### src/common/ether_pkg.sv
`default_nettype none

package ether_pkg;

   // symbol on the shared line
   // jam encodes as the all-zero code
   typedef enum logic [1:0] {
      SYM_JAM  = 2'd0,
      SYM_DATA = 2'd1,
      SYM_IDLE = 2'd2
   } sym_t;

   // result of one send request
   typedef enum logic [1:0] {
      TX_FAIL = 2'd0,
      TX_OK   = 2'd1,
      TX_NONE = 2'd2
   } tx_status_t;

   // transmitter FSM
   typedef enum logic [2:0] {
      TX_IDLE    = 3'd0,
      TX_DEFER   = 3'd1,
      TX_SEND    = 3'd2,
      TX_JAM     = 3'd3,
      TX_BACKOFF = 3'd4,
      TX_SETTLE  = 3'd5
   } tx_state_t;

   // bus size
   localparam int N_STATIONS    = 4;
   localparam int STATION_W     = 2;

   // frame shape in line symbols
   localparam int FRAME_SYMBOLS = 4;
   localparam int JAM_SYMBOLS   = 2;
   // wide enough for a data run one past a full frame
   localparam int SYM_CNT_W     = 3;

   // retry policy
   localparam int MAX_ATTEMPTS  = 3;
   localparam int ATTEMPT_W     = 2;
   localparam int BACKOFF_SLOT  = 8;
   // quiet cycles after the last data symbol
   // long enough for the channel round trip
   localparam int SETTLE_CYCLES = 3;
   localparam int DELAY_W       = 7;

endpackage

`default_nettype wire

### src/design/request_dispatch.sv
`timescale 1ns/1ps
`default_nettype none

module request_dispatch (
   input  logic                             clk,
   input  logic                             rst_n,
   input  logic [ether_pkg::N_STATIONS-1:0] tx_req,
   input  logic [ether_pkg::N_STATIONS-1:0] tx_done,
   output logic [ether_pkg::N_STATIONS-1:0] tx_pending
);

   // one pending flag per station
   // held until the transmitter reports a result
   // a request to a busy station leaves the flag as it is
   always_ff @(posedge clk)
   begin
      if (!rst_n)
      begin
         tx_pending <= '0;
      end
      else
      begin
         for (int i = 0; i < ether_pkg::N_STATIONS; i++)
         begin
            // done wins over a request in the same cycle
            if (tx_done[i])
            begin
               tx_pending[i] <= 1'b0;
            end
            // set one cycle after the strobe
            else if (tx_req[i])
            begin
               tx_pending[i] <= 1'b1;
            end
         end
      end
   end

endmodule

`default_nettype wire

### src/station/frame_transmitter.sv
`timescale 1ns/1ps
`default_nettype none

module frame_transmitter #(
   parameter int STATION_ID = 0
) (
   input  logic                  clk,
   input  logic                  rst_n,
   input  logic                  tx_pending,
   input  logic                  carrier_sense,
   input  logic                  collision,
   output ether_pkg::sym_t       tx_sym,
   output logic                  tx_done,
   output ether_pkg::tx_status_t tx_status
);

   ether_pkg::tx_state_t state;

   // shared by data, settle and jam phases
   logic [ether_pkg::SYM_CNT_W-1:0] step_cnt;
   // collisions seen in this request
   logic [ether_pkg::ATTEMPT_W-1:0] attempt_cnt;
   // backoff countdown
   logic [ether_pkg::DELAY_W-1:0]   delay_cnt;

   // station index plus one, scales the backoff
   logic [ether_pkg::STATION_W:0]   slot_mult;
   logic [ether_pkg::DELAY_W-1:0]   backoff_len;
   logic                            last_attempt;
   logic                            hit;

   assign slot_mult = (ether_pkg::STATION_W + 1)'(STATION_ID + 1);

   // (i+1) * k * slot, k already counts the current collision
   assign backoff_len = (ether_pkg::DELAY_W)'(slot_mult * attempt_cnt * ether_pkg::BACKOFF_SLOT);

   assign last_attempt = attempt_cnt == (ether_pkg::ATTEMPT_W)'(ether_pkg::MAX_ATTEMPTS);

   // collision only counts while our frame may be on the line
   assign hit = collision && (state == ether_pkg::TX_SEND || state == ether_pkg::TX_SETTLE);

   always_ff @(posedge clk)
   begin
      if (!rst_n)
      begin
         state       <= ether_pkg::TX_IDLE;
         tx_sym      <= ether_pkg::SYM_IDLE;
         tx_done     <= 1'b0;
         tx_status   <= ether_pkg::TX_NONE;
         step_cnt    <= '0;
         attempt_cnt <= '0;
         delay_cnt   <= '0;
      end
      else
      begin
         // result strobe lasts one cycle
         tx_done   <= 1'b0;
         tx_status <= ether_pkg::TX_NONE;

         if (hit)
         begin
            // abort frame, first jam symbol
            tx_sym      <= ether_pkg::SYM_JAM;
            step_cnt    <= (ether_pkg::SYM_CNT_W)'(1);
            attempt_cnt <= attempt_cnt + 1'b1;
            state       <= ether_pkg::TX_JAM;
         end
         else
         begin
            case (state)
               ether_pkg::TX_IDLE:
               begin
                  // pending still high during our own done cycle
                  if (tx_pending && !tx_done)
                  begin
                     attempt_cnt <= '0;
                     state       <= ether_pkg::TX_DEFER;
                  end
               end
               ether_pkg::TX_DEFER:
               begin
                  // wait out any carrier
                  if (!carrier_sense)
                  begin
                     tx_sym   <= ether_pkg::SYM_DATA;
                     step_cnt <= (ether_pkg::SYM_CNT_W)'(1);
                     state    <= ether_pkg::TX_SEND;
                  end
               end
               ether_pkg::TX_SEND:
               begin
                  if (step_cnt == (ether_pkg::SYM_CNT_W)'(ether_pkg::FRAME_SYMBOLS))
                  begin
                     // frame out, idle marks its end
                     tx_sym   <= ether_pkg::SYM_IDLE;
                     step_cnt <= '0;
                     state    <= ether_pkg::TX_SETTLE;
                  end
                  else
                  begin
                     step_cnt <= step_cnt + 1'b1;
                  end
               end
               ether_pkg::TX_SETTLE:
               begin
                  // late collisions still arrive here
                  if (step_cnt == (ether_pkg::SYM_CNT_W)'(ether_pkg::SETTLE_CYCLES - 1))
                  begin
                     tx_done   <= 1'b1;
                     tx_status <= ether_pkg::TX_OK;
                     state     <= ether_pkg::TX_IDLE;
                  end
                  else
                  begin
                     step_cnt <= step_cnt + 1'b1;
                  end
               end
               ether_pkg::TX_JAM:
               begin
                  if (step_cnt == (ether_pkg::SYM_CNT_W)'(ether_pkg::JAM_SYMBOLS))
                  begin
                     tx_sym <= ether_pkg::SYM_IDLE;
                     if (last_attempt)
                     begin
                        // out of attempts
                        tx_done   <= 1'b1;
                        tx_status <= ether_pkg::TX_FAIL;
                        state     <= ether_pkg::TX_IDLE;
                     end
                     else
                     begin
                        delay_cnt <= backoff_len - (ether_pkg::DELAY_W)'(1);
                        state     <= ether_pkg::TX_BACKOFF;
                     end
                  end
                  else
                  begin
                     step_cnt <= step_cnt + 1'b1;
                  end
               end
               ether_pkg::TX_BACKOFF:
               begin
                  // then retry through deferral
                  if (delay_cnt == '0)
                  begin
                     state <= ether_pkg::TX_DEFER;
                  end
                  else
                  begin
                     delay_cnt <= delay_cnt - 1'b1;
                  end
               end
               default:
               begin
                  state <= ether_pkg::TX_IDLE;
               end
            endcase
         end
      end
   end

endmodule

`default_nettype wire

### src/station/frame_receiver.sv
`timescale 1ns/1ps
`default_nettype none

module frame_receiver (
   input  logic            clk,
   input  logic            rst_n,
   input  ether_pkg::sym_t line_sym,
   output logic            rx_frame
);

   // consecutive data symbols seen on the line
   logic [ether_pkg::SYM_CNT_W-1:0] run_cnt;
   // exactly one frame worth of data
   logic                            run_full;
   // run too long, sticks until idle or jam
   logic                            run_over;

   assign run_full = run_cnt == (ether_pkg::SYM_CNT_W)'(ether_pkg::FRAME_SYMBOLS);
   assign run_over = run_cnt == (ether_pkg::SYM_CNT_W)'(ether_pkg::FRAME_SYMBOLS + 1);

   always_ff @(posedge clk)
   begin
      if (!rst_n)
      begin
         run_cnt  <= '0;
         rx_frame <= 1'b0;
      end
      else
      begin
         rx_frame <= 1'b0;
         case (line_sym)
            ether_pkg::SYM_DATA:
            begin
               // saturate one past a full frame
               if (!run_over)
               begin
                  run_cnt <= run_cnt + 1'b1;
               end
            end
            ether_pkg::SYM_IDLE:
            begin
               // end of run, good only at full length
               rx_frame <= run_full;
               run_cnt  <= '0;
            end
            default:
            begin
               // jam breaks any partial frame
               run_cnt <= '0;
            end
         endcase
      end
   end

endmodule

`default_nettype wire

### src/station/station.sv
`timescale 1ns/1ps
`default_nettype none

module station #(
   parameter int STATION_ID = 0
) (
   input  logic                  clk,
   input  logic                  rst_n,
   input  logic                  tx_pending,
   input  logic                  carrier_sense,
   input  logic                  collision,
   input  ether_pkg::sym_t       line_sym,
   output ether_pkg::sym_t       tx_sym,
   output logic                  tx_done,
   output ether_pkg::tx_status_t tx_status,
   output logic                  rx_frame
);

   // send side, index sets the backoff length
   frame_transmitter #(
      .STATION_ID (STATION_ID)
   ) transmitter_inst (
      .clk           (clk),
      .rst_n         (rst_n),
      .tx_pending    (tx_pending),
      .carrier_sense (carrier_sense),
      .collision     (collision),
      .tx_sym        (tx_sym),
      .tx_done       (tx_done),
      .tx_status     (tx_status)
   );

   // receive side listens to the merged line
   // own frames included
   frame_receiver receiver_inst (
      .clk      (clk),
      .rst_n    (rst_n),
      .line_sym (line_sym),
      .rx_frame (rx_frame)
   );

endmodule

`default_nettype wire

### src/design/bus_channel.sv
`timescale 1ns/1ps
`default_nettype none

module bus_channel (
   input  logic            clk,
   input  logic            rst_n,
   input  ether_pkg::sym_t tx_sym [ether_pkg::N_STATIONS],
   input  logic            line_noise,
   output ether_pkg::sym_t line_sym,
   output logic            carrier_sense,
   output logic            collision
);

   // stations not idle this cycle
   logic [ether_pkg::STATION_W:0] sender_cnt;
   logic                          any_jam;
   logic                          collide;
   ether_pkg::sym_t               merged_sym;

   always_comb
   begin
      sender_cnt = '0;
      any_jam    = 1'b0;
      for (int i = 0; i < ether_pkg::N_STATIONS; i++)
      begin
         if (tx_sym[i] != ether_pkg::SYM_IDLE)
         begin
            sender_cnt = sender_cnt + 1'b1;
         end
         if (tx_sym[i] == ether_pkg::SYM_JAM)
         begin
            any_jam = 1'b1;
         end
      end
   end

   // noise counts as a foreign sender, but raises no carrier
   assign collide = any_jam || line_noise || (sender_cnt > (ether_pkg::STATION_W + 1)'(1));

   // lone sender without jam is always data
   assign merged_sym = collide ? ether_pkg::SYM_JAM :
                       (sender_cnt != '0) ? ether_pkg::SYM_DATA : ether_pkg::SYM_IDLE;

   // one cycle through the wire
   always_ff @(posedge clk)
   begin
      if (!rst_n)
      begin
         line_sym      <= ether_pkg::SYM_IDLE;
         carrier_sense <= 1'b0;
         collision     <= 1'b0;
      end
      else
      begin
         line_sym      <= merged_sym;
         carrier_sense <= sender_cnt != '0;
         collision     <= collide;
      end
   end

endmodule

`default_nettype wire

### src/design/ether_bus.sv
`timescale 1ns/1ps
`default_nettype none

module ether_bus (
   input  logic                             clk,
   input  logic                             rst_n,
   input  logic [ether_pkg::N_STATIONS-1:0] tx_req,
   input  logic                             line_noise,
   output logic [ether_pkg::N_STATIONS-1:0] tx_done,
   output ether_pkg::tx_status_t            tx_status [ether_pkg::N_STATIONS],
   output logic [ether_pkg::N_STATIONS-1:0] rx_frame
);

   // request held per station until its result
   logic [ether_pkg::N_STATIONS-1:0] tx_pending;
   // per-station drive onto the wire
   ether_pkg::sym_t                  tx_sym [ether_pkg::N_STATIONS];
   // channel outputs, fanned out to every station
   ether_pkg::sym_t                  line_sym;
   logic                             carrier_sense;
   logic                             collision;

   request_dispatch dispatch_inst (
      .clk        (clk),
      .rst_n      (rst_n),
      .tx_req     (tx_req),
      .tx_done    (tx_done),
      .tx_pending (tx_pending)
   );

   // identical stations, index only changes backoff
   for (genvar i = 0; i < ether_pkg::N_STATIONS; i++)
   begin : gen_station
      station #(
         .STATION_ID (i)
      ) station_inst (
         .clk           (clk),
         .rst_n         (rst_n),
         .tx_pending    (tx_pending[i]),
         .carrier_sense (carrier_sense),
         .collision     (collision),
         .line_sym      (line_sym),
         .tx_sym        (tx_sym[i]),
         .tx_done       (tx_done[i]),
         .tx_status     (tx_status[i]),
         .rx_frame      (rx_frame[i])
      );
   end

   bus_channel channel_inst (
      .clk           (clk),
      .rst_n         (rst_n),
      .tx_sym        (tx_sym),
      .line_noise    (line_noise),
      .line_sym      (line_sym),
      .carrier_sense (carrier_sense),
      .collision     (collision)
   );

endmodule

`default_nettype wire

### config.mk
export PLATFORM = sky130hd
export DESIGN_NAME = ether_bus
export DESIGN_NICKNAME = d
export VERILOG_FILES = /design/src/common/ether_pkg.sv /design/src/design/request_dispatch.sv /design/src/station/frame_transmitter.sv /design/src/station/frame_receiver.sv /design/src/station/station.sv /design/src/design/bus_channel.sv /design/src/design/ether_bus.sv
export SDC_FILE = /design/constraint.sdc
export NUM_CORES = 1
export LEC_CHECK = 0
export ABC_CLOCK_PERIOD_IN_PS = 2200
export BUFFER_PORTS_ARGS = -buffer_cell sky130_fd_sc_hd__buf_2
export CAP_MARGIN = 20
export CORE_MARGIN = 10
export CORE_UTILIZATION = 56
export CTS_CLUSTER_SIZE = 8
export DETAILED_ROUTE_END_ITERATION = 10
export PLACE_DENSITY = 0.79
export SYNTH_ARGS = -nofsm -noshare
export SYNTH_HDL_FRONTEND = slang
export SYNTH_SLANG_ARGS = --single-unit
### constraint.sdc
create_clock -name clk -period 2.2 [get_ports clk]
set_input_delay 0.44 -clock clk [delete_from_list [all_inputs] [get_ports clk]]
set_output_delay 0.44 -clock clk [all_outputs]
set_load 0.1 [all_outputs]
==> flow_summary.json, run 1 <==
{
  "syn2layout_area_growth_pct": 10.2,
  "maxCapViolCount": 0,
  "core_um2": 10800,
  "power.density_nw_per_um2": 1040,
  "synth_top_cell_area_share_pct": 33.7,
  "ys_seq_elements": 104,
  "synthCells": 775,
  "htree_levels": 3,
  "design_area_um2": 6810,
  "seq_area_frac_synth_pct": 33.7,
  "antenna_cells": 0,
  "wirelength_um": 14000,
  "fin_crit_sh_pct": 95.5,
  "wl_per_cell_um": 14.9,
  "std_cell_rows": 38,
  "yosysUniqueCellTypes": 76,
  "die_h_um": 125,
  "cp-start-kind": "register",
  "fp.dieArea_um2": 15600,
  "syn_avg_cell_area_um2": 7.97,
  "min_to": "dispatch_inst.tx_pending[2]",
  "drt_iter0_drc": 538,
  "groute.usage.overall_pct": 17.2,
  "postRouteAntennaNets": 0,
  "clk_pin_slew_worst_paths_ps": 100,
  "r2r_cells": 8,
  "rsz0062_at_grt": "no",
  "final_core_util_pct": 62.8,
  "crit_slowest_cell": "or3b_4",
  "reg2reg_to": "channel_inst.line_sym[1]",
  "synth_area_um2": 6180,
  "layout.nets": 843,
  "fin_worst_skew_ps": 11.3,
  "overflow": 0,
  "path_class": "reg2reg",
  "fmax_mhz": 476,
  "port_buffers": 22,
  "synth_edf_count": 0,
  "grt_pass1_vias": 5286,
  "gp_congestion": 0.903,
  "dpl_cell_area_um2": 6470,
  "hold_start": "tx_req[2]",
  "outcome": "complete, no violations",
  "crit_path_cell_trace": "nand2b_4 > inv_1 > ha_2 > o21ai_2 > ha_4 > or3b_4 > mux2_4 > o31ai_2",
  "cts_tree": "done",
  "layout-drive-gt1-share_pct": 12.7,
  "num_vias": 5621,
  "worst_pin_slew_ps": 598,
  "cts.sinks": 104,
  "yosysMostFrequentCell": "dfxtp_1",
  "drcViolationCount": 0,
  "post-cts-setup-buffers": 0,
  "clk_path_buf_depth": 2,
  "required_ps": 2530,
  "cp.arrival_ps": 2430,
  "cp-end-kind": "register",
  "total_leakage_power_nw": 2.59,
  "cp_max_fo": 3,
  "n_fill_cell": 921,
  "slew_violations": 0,
  "synth_top_area_cell": "dfxtp_1",
  "critPathMaxStageDelay_ps": 400,
  "initial_core_util_pct": 57.0,
  "via_per_inst": 5.99,
  "hold_viol": 0,
  "io_pins": 23,
  "setup_viol": 0,
  "grt_start_max_net_pins": 21,
  "relSlewSlack_pct": 59.7,
  "layout.cells.non_filler": 938,
  "period_needed_ps": 2100,
  "antenna_found_initial": 0,
  "synth_area_leaders": "dfxtp_1, ha_1, a21oi_1",
  "cts_root_buf": "clkbuf_8",
  "drt-pass1-iter-count": 5,
  "yosysWarnings": 0,
  "synth_common_cells": "dfxtp_1, nor2_1, nand2_1",
  "place_inst": 922,
  "synth_flop_cell": "dfxtp_1",
  "hold_path_depth": 3,
  "ir_worst_vdd_mv": 0.584,
  "async_flop_share_pct": 0,
  "grt_pass1_wl_um": 23600,
  "r2r_setup_slack_ps": 100,
  "die_w_um": 125,
  "clk_latency_ps": 400,
  "synthesis.nets": 825,
  "cts_made_buffers": 9,
  "dp_hpwl_um": 9980,
  "worstHoldPathType": "in2reg"
}
## state kept, by name, indices dropped and copies added (netlist names)
register	count
channel_inst.carrier_sense	1
channel_inst.collision	1
channel_inst.line_sym	2
dispatch_inst.tx_pending	4
gen_station.station_inst.receiver_inst.run_cnt	12
gen_station.station_inst.receiver_inst.rx_frame	4
gen_station.station_inst.transmitter_inst.attempt_cnt	8
gen_station.station_inst.transmitter_inst.delay_cnt	28
gen_station.station_inst.transmitter_inst.state	12
gen_station.station_inst.transmitter_inst.step_cnt	12
gen_station.station_inst.transmitter_inst.tx_done	4
gen_station.station_inst.transmitter_inst.tx_status	8
gen_station.station_inst.transmitter_inst.tx_sym	8
## placed cells by master (no fill, tap or decap), types with 5 or more instances in the layout
cell / count
nor3b_1: 7
a22oi_1: 12
inv_1: 56
ha_1: 40
dfxtp_2: 5
clkbuf_8: 10
buf_4: 29
a21oi_1: 58
xnor2_1: 6
dfxtp_1: 99
or3_1: 6
mux2i_1: 10
nor2_1: 72
buf_2: 22
nand3b_1: 10
a211oi_1: 16
nor3_1: 34
nand3_1: 20
nor2b_1: 13
o22ai_1: 8
a31oi_1: 14
xor2_1: 5
o21a_1: 7
a211o_1: 5
nand2b_1: 19
o21ai_0: 39
and3_1: 5
nand2_1: 71
## stage by stage
step | hold WS, ps | worst slack [ps] | setup TNS (ps) | total power [mW]
floorplan | 415 | 16.7 | 0 | 4.48
global placement | 425 | 13.3 | 0 | 5.02
CTS | 289 | 18.2 | 0 | 6.67
detailed placement | 436 | -68.8 | -109 | 5.15
global route | 316 | 33.0 | 0 | 7.50
finish | 299 | 97.9 | 0 | 7.07
## where the power goes
| group | switching, mW | internal [mW] |
|---|---|---|
| clock network | 0.678 | 0.787 |
| logic | 1.64 | 1.44 |
| registers | 0.397 | 2.12 |
## area by class of cell
type	instances	area (um2)	share of cell area, %
inverter	57	214	3.14
clock buffer	11	141	2.08
tap	140	175	2.57
sequential	104	2090	30.7
timing repair buffer	52	348	5.11
multi-input combinational	569	3740	54.9
clock inverter	5	104	1.53
## kinds of logic after synthesis
logic type / Yosys count / share of synthesized area, %
AND/OR/NAND/NOR: 296 / 24.5
buffers and inverters: 102 / 7.33
multiplexers: 11 / 1.80
adder cells (fa/ha/maj): 43 / 8.71
flip-flops: 104 / 33.7
XOR/XNOR: 12 / 1.70
AO/OA/AOI/OAI: 207 / 22.3
## metal layers
layer	vias to the layer above	wire [um]	track usage (%)
li1	2778	-	-
met4	0	235	6.98
met3	29	769	4.56
met5	-	0	0
met1	2642	6070	19.9
met2	172	6920	29.6
## worst max-delay path, delay by kind of cell, from the launching register on
family	cells	cell delay [ps]
compound gates	2	400
mux	1	290
fa+ha+maj	2	420
flops	1	340
simple gates	2	530
buf+inv	1	40
## worst max path at each step
stage	cells after the start	start	end	slack (ps)
4_1_cts	7	register	channel_inst.line_sym[1]	20
6_report	8	register	channel_inst.line_sym[1]	100
3_5_place_dp	7	register	channel_inst.line_sym[1]	-70
2_1_floorplan	7	register	channel_inst.line_sym[1]	20
3_3_place_gp	7	register	channel_inst.line_sym[1]	10
5_1_grt	8	register	channel_inst.line_sym[1]	30
## timing repair
action | CTS | global route
pin swaps | 0 | 1
setup endpoints to repair | 3 | 8
hold buffers | 0 | 0
resized for setup | 3 | 18
Power figures use the tool's default switching activity.
==> run 2, diff against run 1 <==
--- a/config.mk
+++ b/config.mk
@@ -9,10 +9,11 @@
 export BUFFER_PORTS_ARGS = -buffer_cell sky130_fd_sc_hd__buf_2
 export CAP_MARGIN = 20
 export CORE_MARGIN = 10
-export CORE_UTILIZATION = 56
+export CORE_UTILIZATION = 58
+export CTS_BUF_LIST = sky130_fd_sc_hd__clkbuf_4
 export CTS_CLUSTER_SIZE = 8
 export DETAILED_ROUTE_END_ITERATION = 10
-export PLACE_DENSITY = 0.79
+export PLACE_DENSITY = 0.81
 export SYNTH_ARGS = -nofsm -noshare
 export SYNTH_HDL_FRONTEND = slang
 export SYNTH_SLANG_ARGS = --single-unit
==> constraint.sdc (replaced) <==
create_clock -name clk -period 2.2 [get_ports clk]
set_input_delay 0.11 -clock clk [delete_from_list [all_inputs] [get_ports clk]]
set_output_delay 0.11 -clock clk [all_outputs]
set_load 0.1 [all_outputs]
==> flow_summary.json, run 2 (synthesized netlist as in run 1, its figures left out) <==
{
  "outcome": "complete, but fails checks",
  "violations": "negative setup slack",
  "overflow": 0,
  "drcViolationCount": 0,
  "grt_pass1_wl_um": 24400,
  "cp-end-kind": "register",
  "postRouteAntennaNets": 0,
  "via_per_inst": 6.01,
  "relSlewSlack_pct": 63.8,
  "hold_viol": 0,
  "largest_reg_flops": 28,
  "std_cell_rows": 37,
  "core_um2": 10400,
  "die_h_um": 123,
  "period_needed_ps": 2220,
  "worstHoldPathType": "in2reg",
  "dp_hpwl_um": 10200,
  "cp_max_fo": 3,
  "cts_tree": "done",
  "cp-start-kind": "register",
  "clk_latency_ps": 450,
  "pre_cts_slack_ps": -116,
  "fmax_mhz": 451,
  "groute.usage.overall_pct": 18.7,
  "power_mw": 6.75,
  "syn2layout_area_growth_pct": 9.21,
  "antenna_found_initial": 0,
  "num_vias": 5663,
  "port_buffers": 22,
  "wirelength_um": 14100,
  "layout_setup_ws_ps": -18.4,
  "gp_congestion": 0.906,
  "final_core_util_pct": 65.1,
  "fp.dieArea_um2": 15200,
  "worst_pin_slew_ps": 539,
  "ir_worst_vdd_mv": 0.551,
  "die_w_um": 123,
  "drt-pass1-iter-count": 5,
  "maxCapViolCount": 0,
  "top_register": "gen_station.station_inst.transmitter_inst.delay_cnt",
  "required_ps": 2580,
  "setup_viol": 1,
  "antenna_cells": 0,
  "rsz0062_at_grt": "yes",
  "clk_pin_slew_worst_paths_ps": 170,
  "final_cell_mix": "dfxtp_1, nor2_1, nand2_1",
  "cts_made_buffers": 9,
  "fin_worst_skew_ps": 12.8,
  "fin_crit_sh_pct": 101,
  "initial_core_util_pct": 59.6,
  "grt_pass1_vias": 5464,
  "htree_levels": 3,
  "n_fill_cell": 881,
  "final_common_cell": "dfxtp_1",
  "cts.sinks": 104,
  "layout-drive-gt1-share_pct": 12.6,
  "drt_iter0_drc": 601,
  "power.density_nw_per_um2": 1000,
  "layout.nets": 852,
  "grt_start_max_net_pins": 28,
  "clk_path_buf_depth": 2,
  "slew_violations": 0,
  "io_pins": 23,
  "path_class": "reg2reg",
  "total_leakage_power_nw": 2.57,
  "cts_root_buf": "clkbuf_4",
  "wl_per_cell_um": 15.0,
  "cp.arrival_ps": 2600
}
run 2: cell count changes in the layout (fill, tap and decap cells not counted), sizes merged:
cell         previous run  this run
buf                    52        57
dlygate4sd3             0         4
bufinv                  3         1
clkbuf                 11         9
inv                    56        58
clkinv                  3         4
clkinvlp                0         1
run 2: critical path: stages (launching register included):
cell	delay, ps
dfxtp_2	360
nand2b_4	150
ha_4	250
xnor2_2	210
ha_4	250
or3b_4	400
mux2_4	300
o31ai_4	240
run 2: area by class of cell:
type,count,area [um2],area share (%)
Sequential cell,104,2080,30.9
Timing Repair Buffer,61,413,6.12
Clock inverter,7,77.6,1.15
Inverter,57,214,3.17
Multi-Input combinational cell,569,3720,55.1
Tap cell,136,170,2.52
Clock buffer,9,67.6,1.00
run 2: stage by stage:
step           instances  area, um2  hold WS (ps)  setup TNS (ps)
2_1_floorplan        775       6190           272               0
3_3_place_gp         922       6480           369               0
3_5_place_dp         922       6480           378            -181
4_1_cts              942       6700          1.28               0
5_1_grt              943       6750          50.7           -70.9
6_report             943       6750          42.1           -18.4
run 2: repair_timing:
item	CTS	global route
setup endpoints to repair	3	4
endpoints found under the hold margin	4	0
buffers inserted	0	1
resized for setup	6	11
hold buffers	4	0
cloned	0	0
pin swaps	0	2
run 2: final timing paths:
check	from	end	slack, ps	cells after the start
setup / recovery	register	channel_inst.line_sym[1]	-20	7
hold / removal	line_noise	channel_inst.line_sym[0]	40	4
setup reg to reg	register	channel_inst.line_sym[1]	-20	7
hold reg to reg	register	dispatch_inst.tx_pending[0]	440	1
run 2: per-layer routing:
| layer | vias to the layer above | global-route usage [%] | wire length (um) |
|---|---|---|---|
| li1 | 2795 | - | - |
| met1 | 2653 | 22.9 | 6140 |
| met2 | 181 | 32.5 | 6940 |
| met3 | 34 | 2.92 | 783 |
| met4 | 0 | 6.99 | 242 |
| met5 | - | 0 | 0 |
run 2: power by group:
| group | internal (mW) | switching (mW) |
|---|---|---|
| logic | 1.54 | 1.70 |
| registers | 2.11 | 0.382 |
| clock network | 0.358 | 0.663 |
| total | 4.01 | 2.74 |
==> run 3, diff against run 2 <==
--- a/config.mk
+++ b/config.mk
@@ -14,6 +14,7 @@
 export CTS_CLUSTER_SIZE = 8
 export DETAILED_ROUTE_END_ITERATION = 10
 export PLACE_DENSITY = 0.81
+export SKIP_LAST_GASP = 1
 export SYNTH_ARGS = -nofsm -noshare
 export SYNTH_HDL_FRONTEND = slang
 export SYNTH_SLANG_ARGS = --single-unit
==> flow_summary.json, run 3 (synthesized netlist as in run 1, its figures left out) <==
{
  "die_w_um": 123,
  "relSlewSlack_pct": 63.7,
  "p_int_mw": 4.00,
  "n_fill_cell": 883,
  "postRouteAntennaNets": 0,
  "power.density_nw_per_um2": 1000,
  "path_class": "reg2reg",
  "initial_core_util_pct": 59.6,
  "hold_path_depth": 4,
  "pwr-share-seq_pct": 37.0,
  "cp_max_fo": 3,
  "fp.dieArea_um2": 15200,
  "die_h_um": 123,
  "grt_pass1_vias": 5464,
  "drt-pass1-iter-count": 6,
  "required_ps": 2580,
  "std_cell_rows": 37,
  "core_um2": 10400,
  "fin_worst_skew_ps": 14.3,
  "cts_root_buf": "clkbuf_4",
  "switchingPower_mw": 2.74,
  "grt-busiest-layer": "met2",
  "dp_hpwl_um": 10200,
  "hold_viol": 0,
  "crit_path_cell_trace": "nand2b_4 > ha_4 > xnor2_2 > ha_4 > or3b_4 > mux2_4 > o31ai_4",
  "fin_crit_sh_pct": 101,
  "drcViolationCount": 0,
  "violations": "negative setup slack",
  "worst_pin_slew_ps": 540,
  "cp_common_cell": "ha_4",
  "ir_worst_vdd_mv": 0.551,
  "grt.met2_usage_pct": 32.5,
  "drt_iter0_drc": 602,
  "layout_setup_ws_ps": -19.1,
  "grt_use_met3_pct": 2.92,
  "total_leakage_power_nw": 2.57,
  "cts.sinks": 104,
  "combPwrFrac_pct": 47.8,
  "dpl_cell_area_um2": 6480,
  "fmax_mhz": 451,
  "antenna_found_initial": 0,
  "num_vias": 5656,
  "regArea_um2": 2080,
  "final_common_cell": "dfxtp_1",
  "slew_violations": 0,
  "largest_reg_flops": 28,
  "crit_slowest_cell": "or3b_4",
  "overflow": 0,
  "period_needed_ps": 2220,
  "grt_start_max_net_pins": 28,
  "layout.nets": 852,
  "cp-start-kind": "register",
  "place_inst": 922,
  "antenna_cells": 0,
  "outcome": "complete, but fails checks",
  "setup_viol": 1,
  "maxCapViolCount": 0,
  "r2r_cells": 7,
  "p_sw_share_pct": 40.7,
  "worstHoldPathType": "in2reg",
  "syn2layout_area_growth_pct": 9.15,
  "layout.cells.non_filler": 943,
  "wl_per_cell_um": 14.9,
  "cp-end-kind": "register",
  "htree_levels": 3,
  "grt_pass1_wl_um": 24400,
  "final_cell_mix": "dfxtp_1, nor2_1, nand2_1",
  "via_per_inst": 6.00,
  "clk_pin_slew_worst_paths_ps": 160,
  "multiInputGateArea_um2": 3720,
  "io_pins": 23,
  "wirelength_um": 14100,
  "cts_tree": "done",
  "cp.arrival_ps": 2600,
  "power_frac_clock_pct": 15.2,
  "top_register": "gen_station.station_inst.transmitter_inst.delay_cnt",
  "design_area_um2": 6740,
  "gp_congestion": 0.906,
  "met1_usage_pct": 22.9,
  "groute.usage.overall_pct": 18.7,
  "clk_path_buf_depth": 2,
  "clk_latency_ps": 450,
  "rsz0062_at_grt": "yes",
  "layout-drive-gt1-share_pct": 12.5,
  "cts_made_buffers": 9,
  "port_buffers": 22,
  "critPathMaxStageDelay_ps": 400
}
-- run 3: path summary, 6_finish.rpt --
kind	start	end	slack, ps
worst max register to register	register	channel_inst.line_sym[1]	-20
worst max-delay path	register	channel_inst.line_sym[1]	-20
worst min-delay path	line_noise	channel_inst.line_sym[0]	40
worst min register to register	register	dispatch_inst.tx_pending[0]	450
-- run 3: metal layers --
layer  part of all wire, %  vias up
met5                     0        -
met4                   1.6        0
met3                   6.1       30
met2                    49      203
met1                    43     2632
li1                      -     2791
-- run 3: area by class of cell --
class	instances	area share (%)
well taps	136	2.52
clock inverters	7	1.15
inverters	57	3.17
repair buffers	61	6.12
clock buffers	9	1.00
multi-input cells	569	55.1
flip-flops and latches	104	30.9
-- run 3: stage by stage --
step           setup WS [ps]  hold slack [ps]  setup TNS, ps  power, mW  util, %
2_1_floorplan           16.7              272              0       4.48        -
3_3_place_gp            17.5              369              0       5.06     62.5
3_5_place_dp            -116              378           -181       5.22     62.5
4_1_cts                 5.29             1.28              0       6.36     64.6
5_1_grt                -66.8             50.7           -100       7.19     65.0
6_report               -19.1             42.2          -19.1       6.74     65.0
-- run 3: worst max-delay path: cells and delay by family, from the launching register on --
family / cells / cell delay [ps]
compound gates: 1 / 240
xor+xnor: 1 / 220
flops: 1 / 350
mux: 1 / 300
simple gates: 2 / 550
fa+ha+maj: 2 / 500
-- run 3: what timing repair did --
action,CTS,global route
pin swaps,0,2
gates resized for setup,6,10
hold buffers,4,0
hold endpoints to repair,4,0
setup buffers,0,1
endpoints found under the setup margin,3,4
-- run 3: power groups by stage --
stage / clock [mW] / combinational (mW) / sequential [mW]
finish: 1.02 / 3.22 / 2.50
global route: 1.12 / 3.53 / 2.54
detailed placement: 0 / 2.71 / 2.51
CTS: 1.05 / 2.83 / 2.48
global placement: 0 / 2.57 / 2.49
floorplan: 0 / 2.21 / 2.27
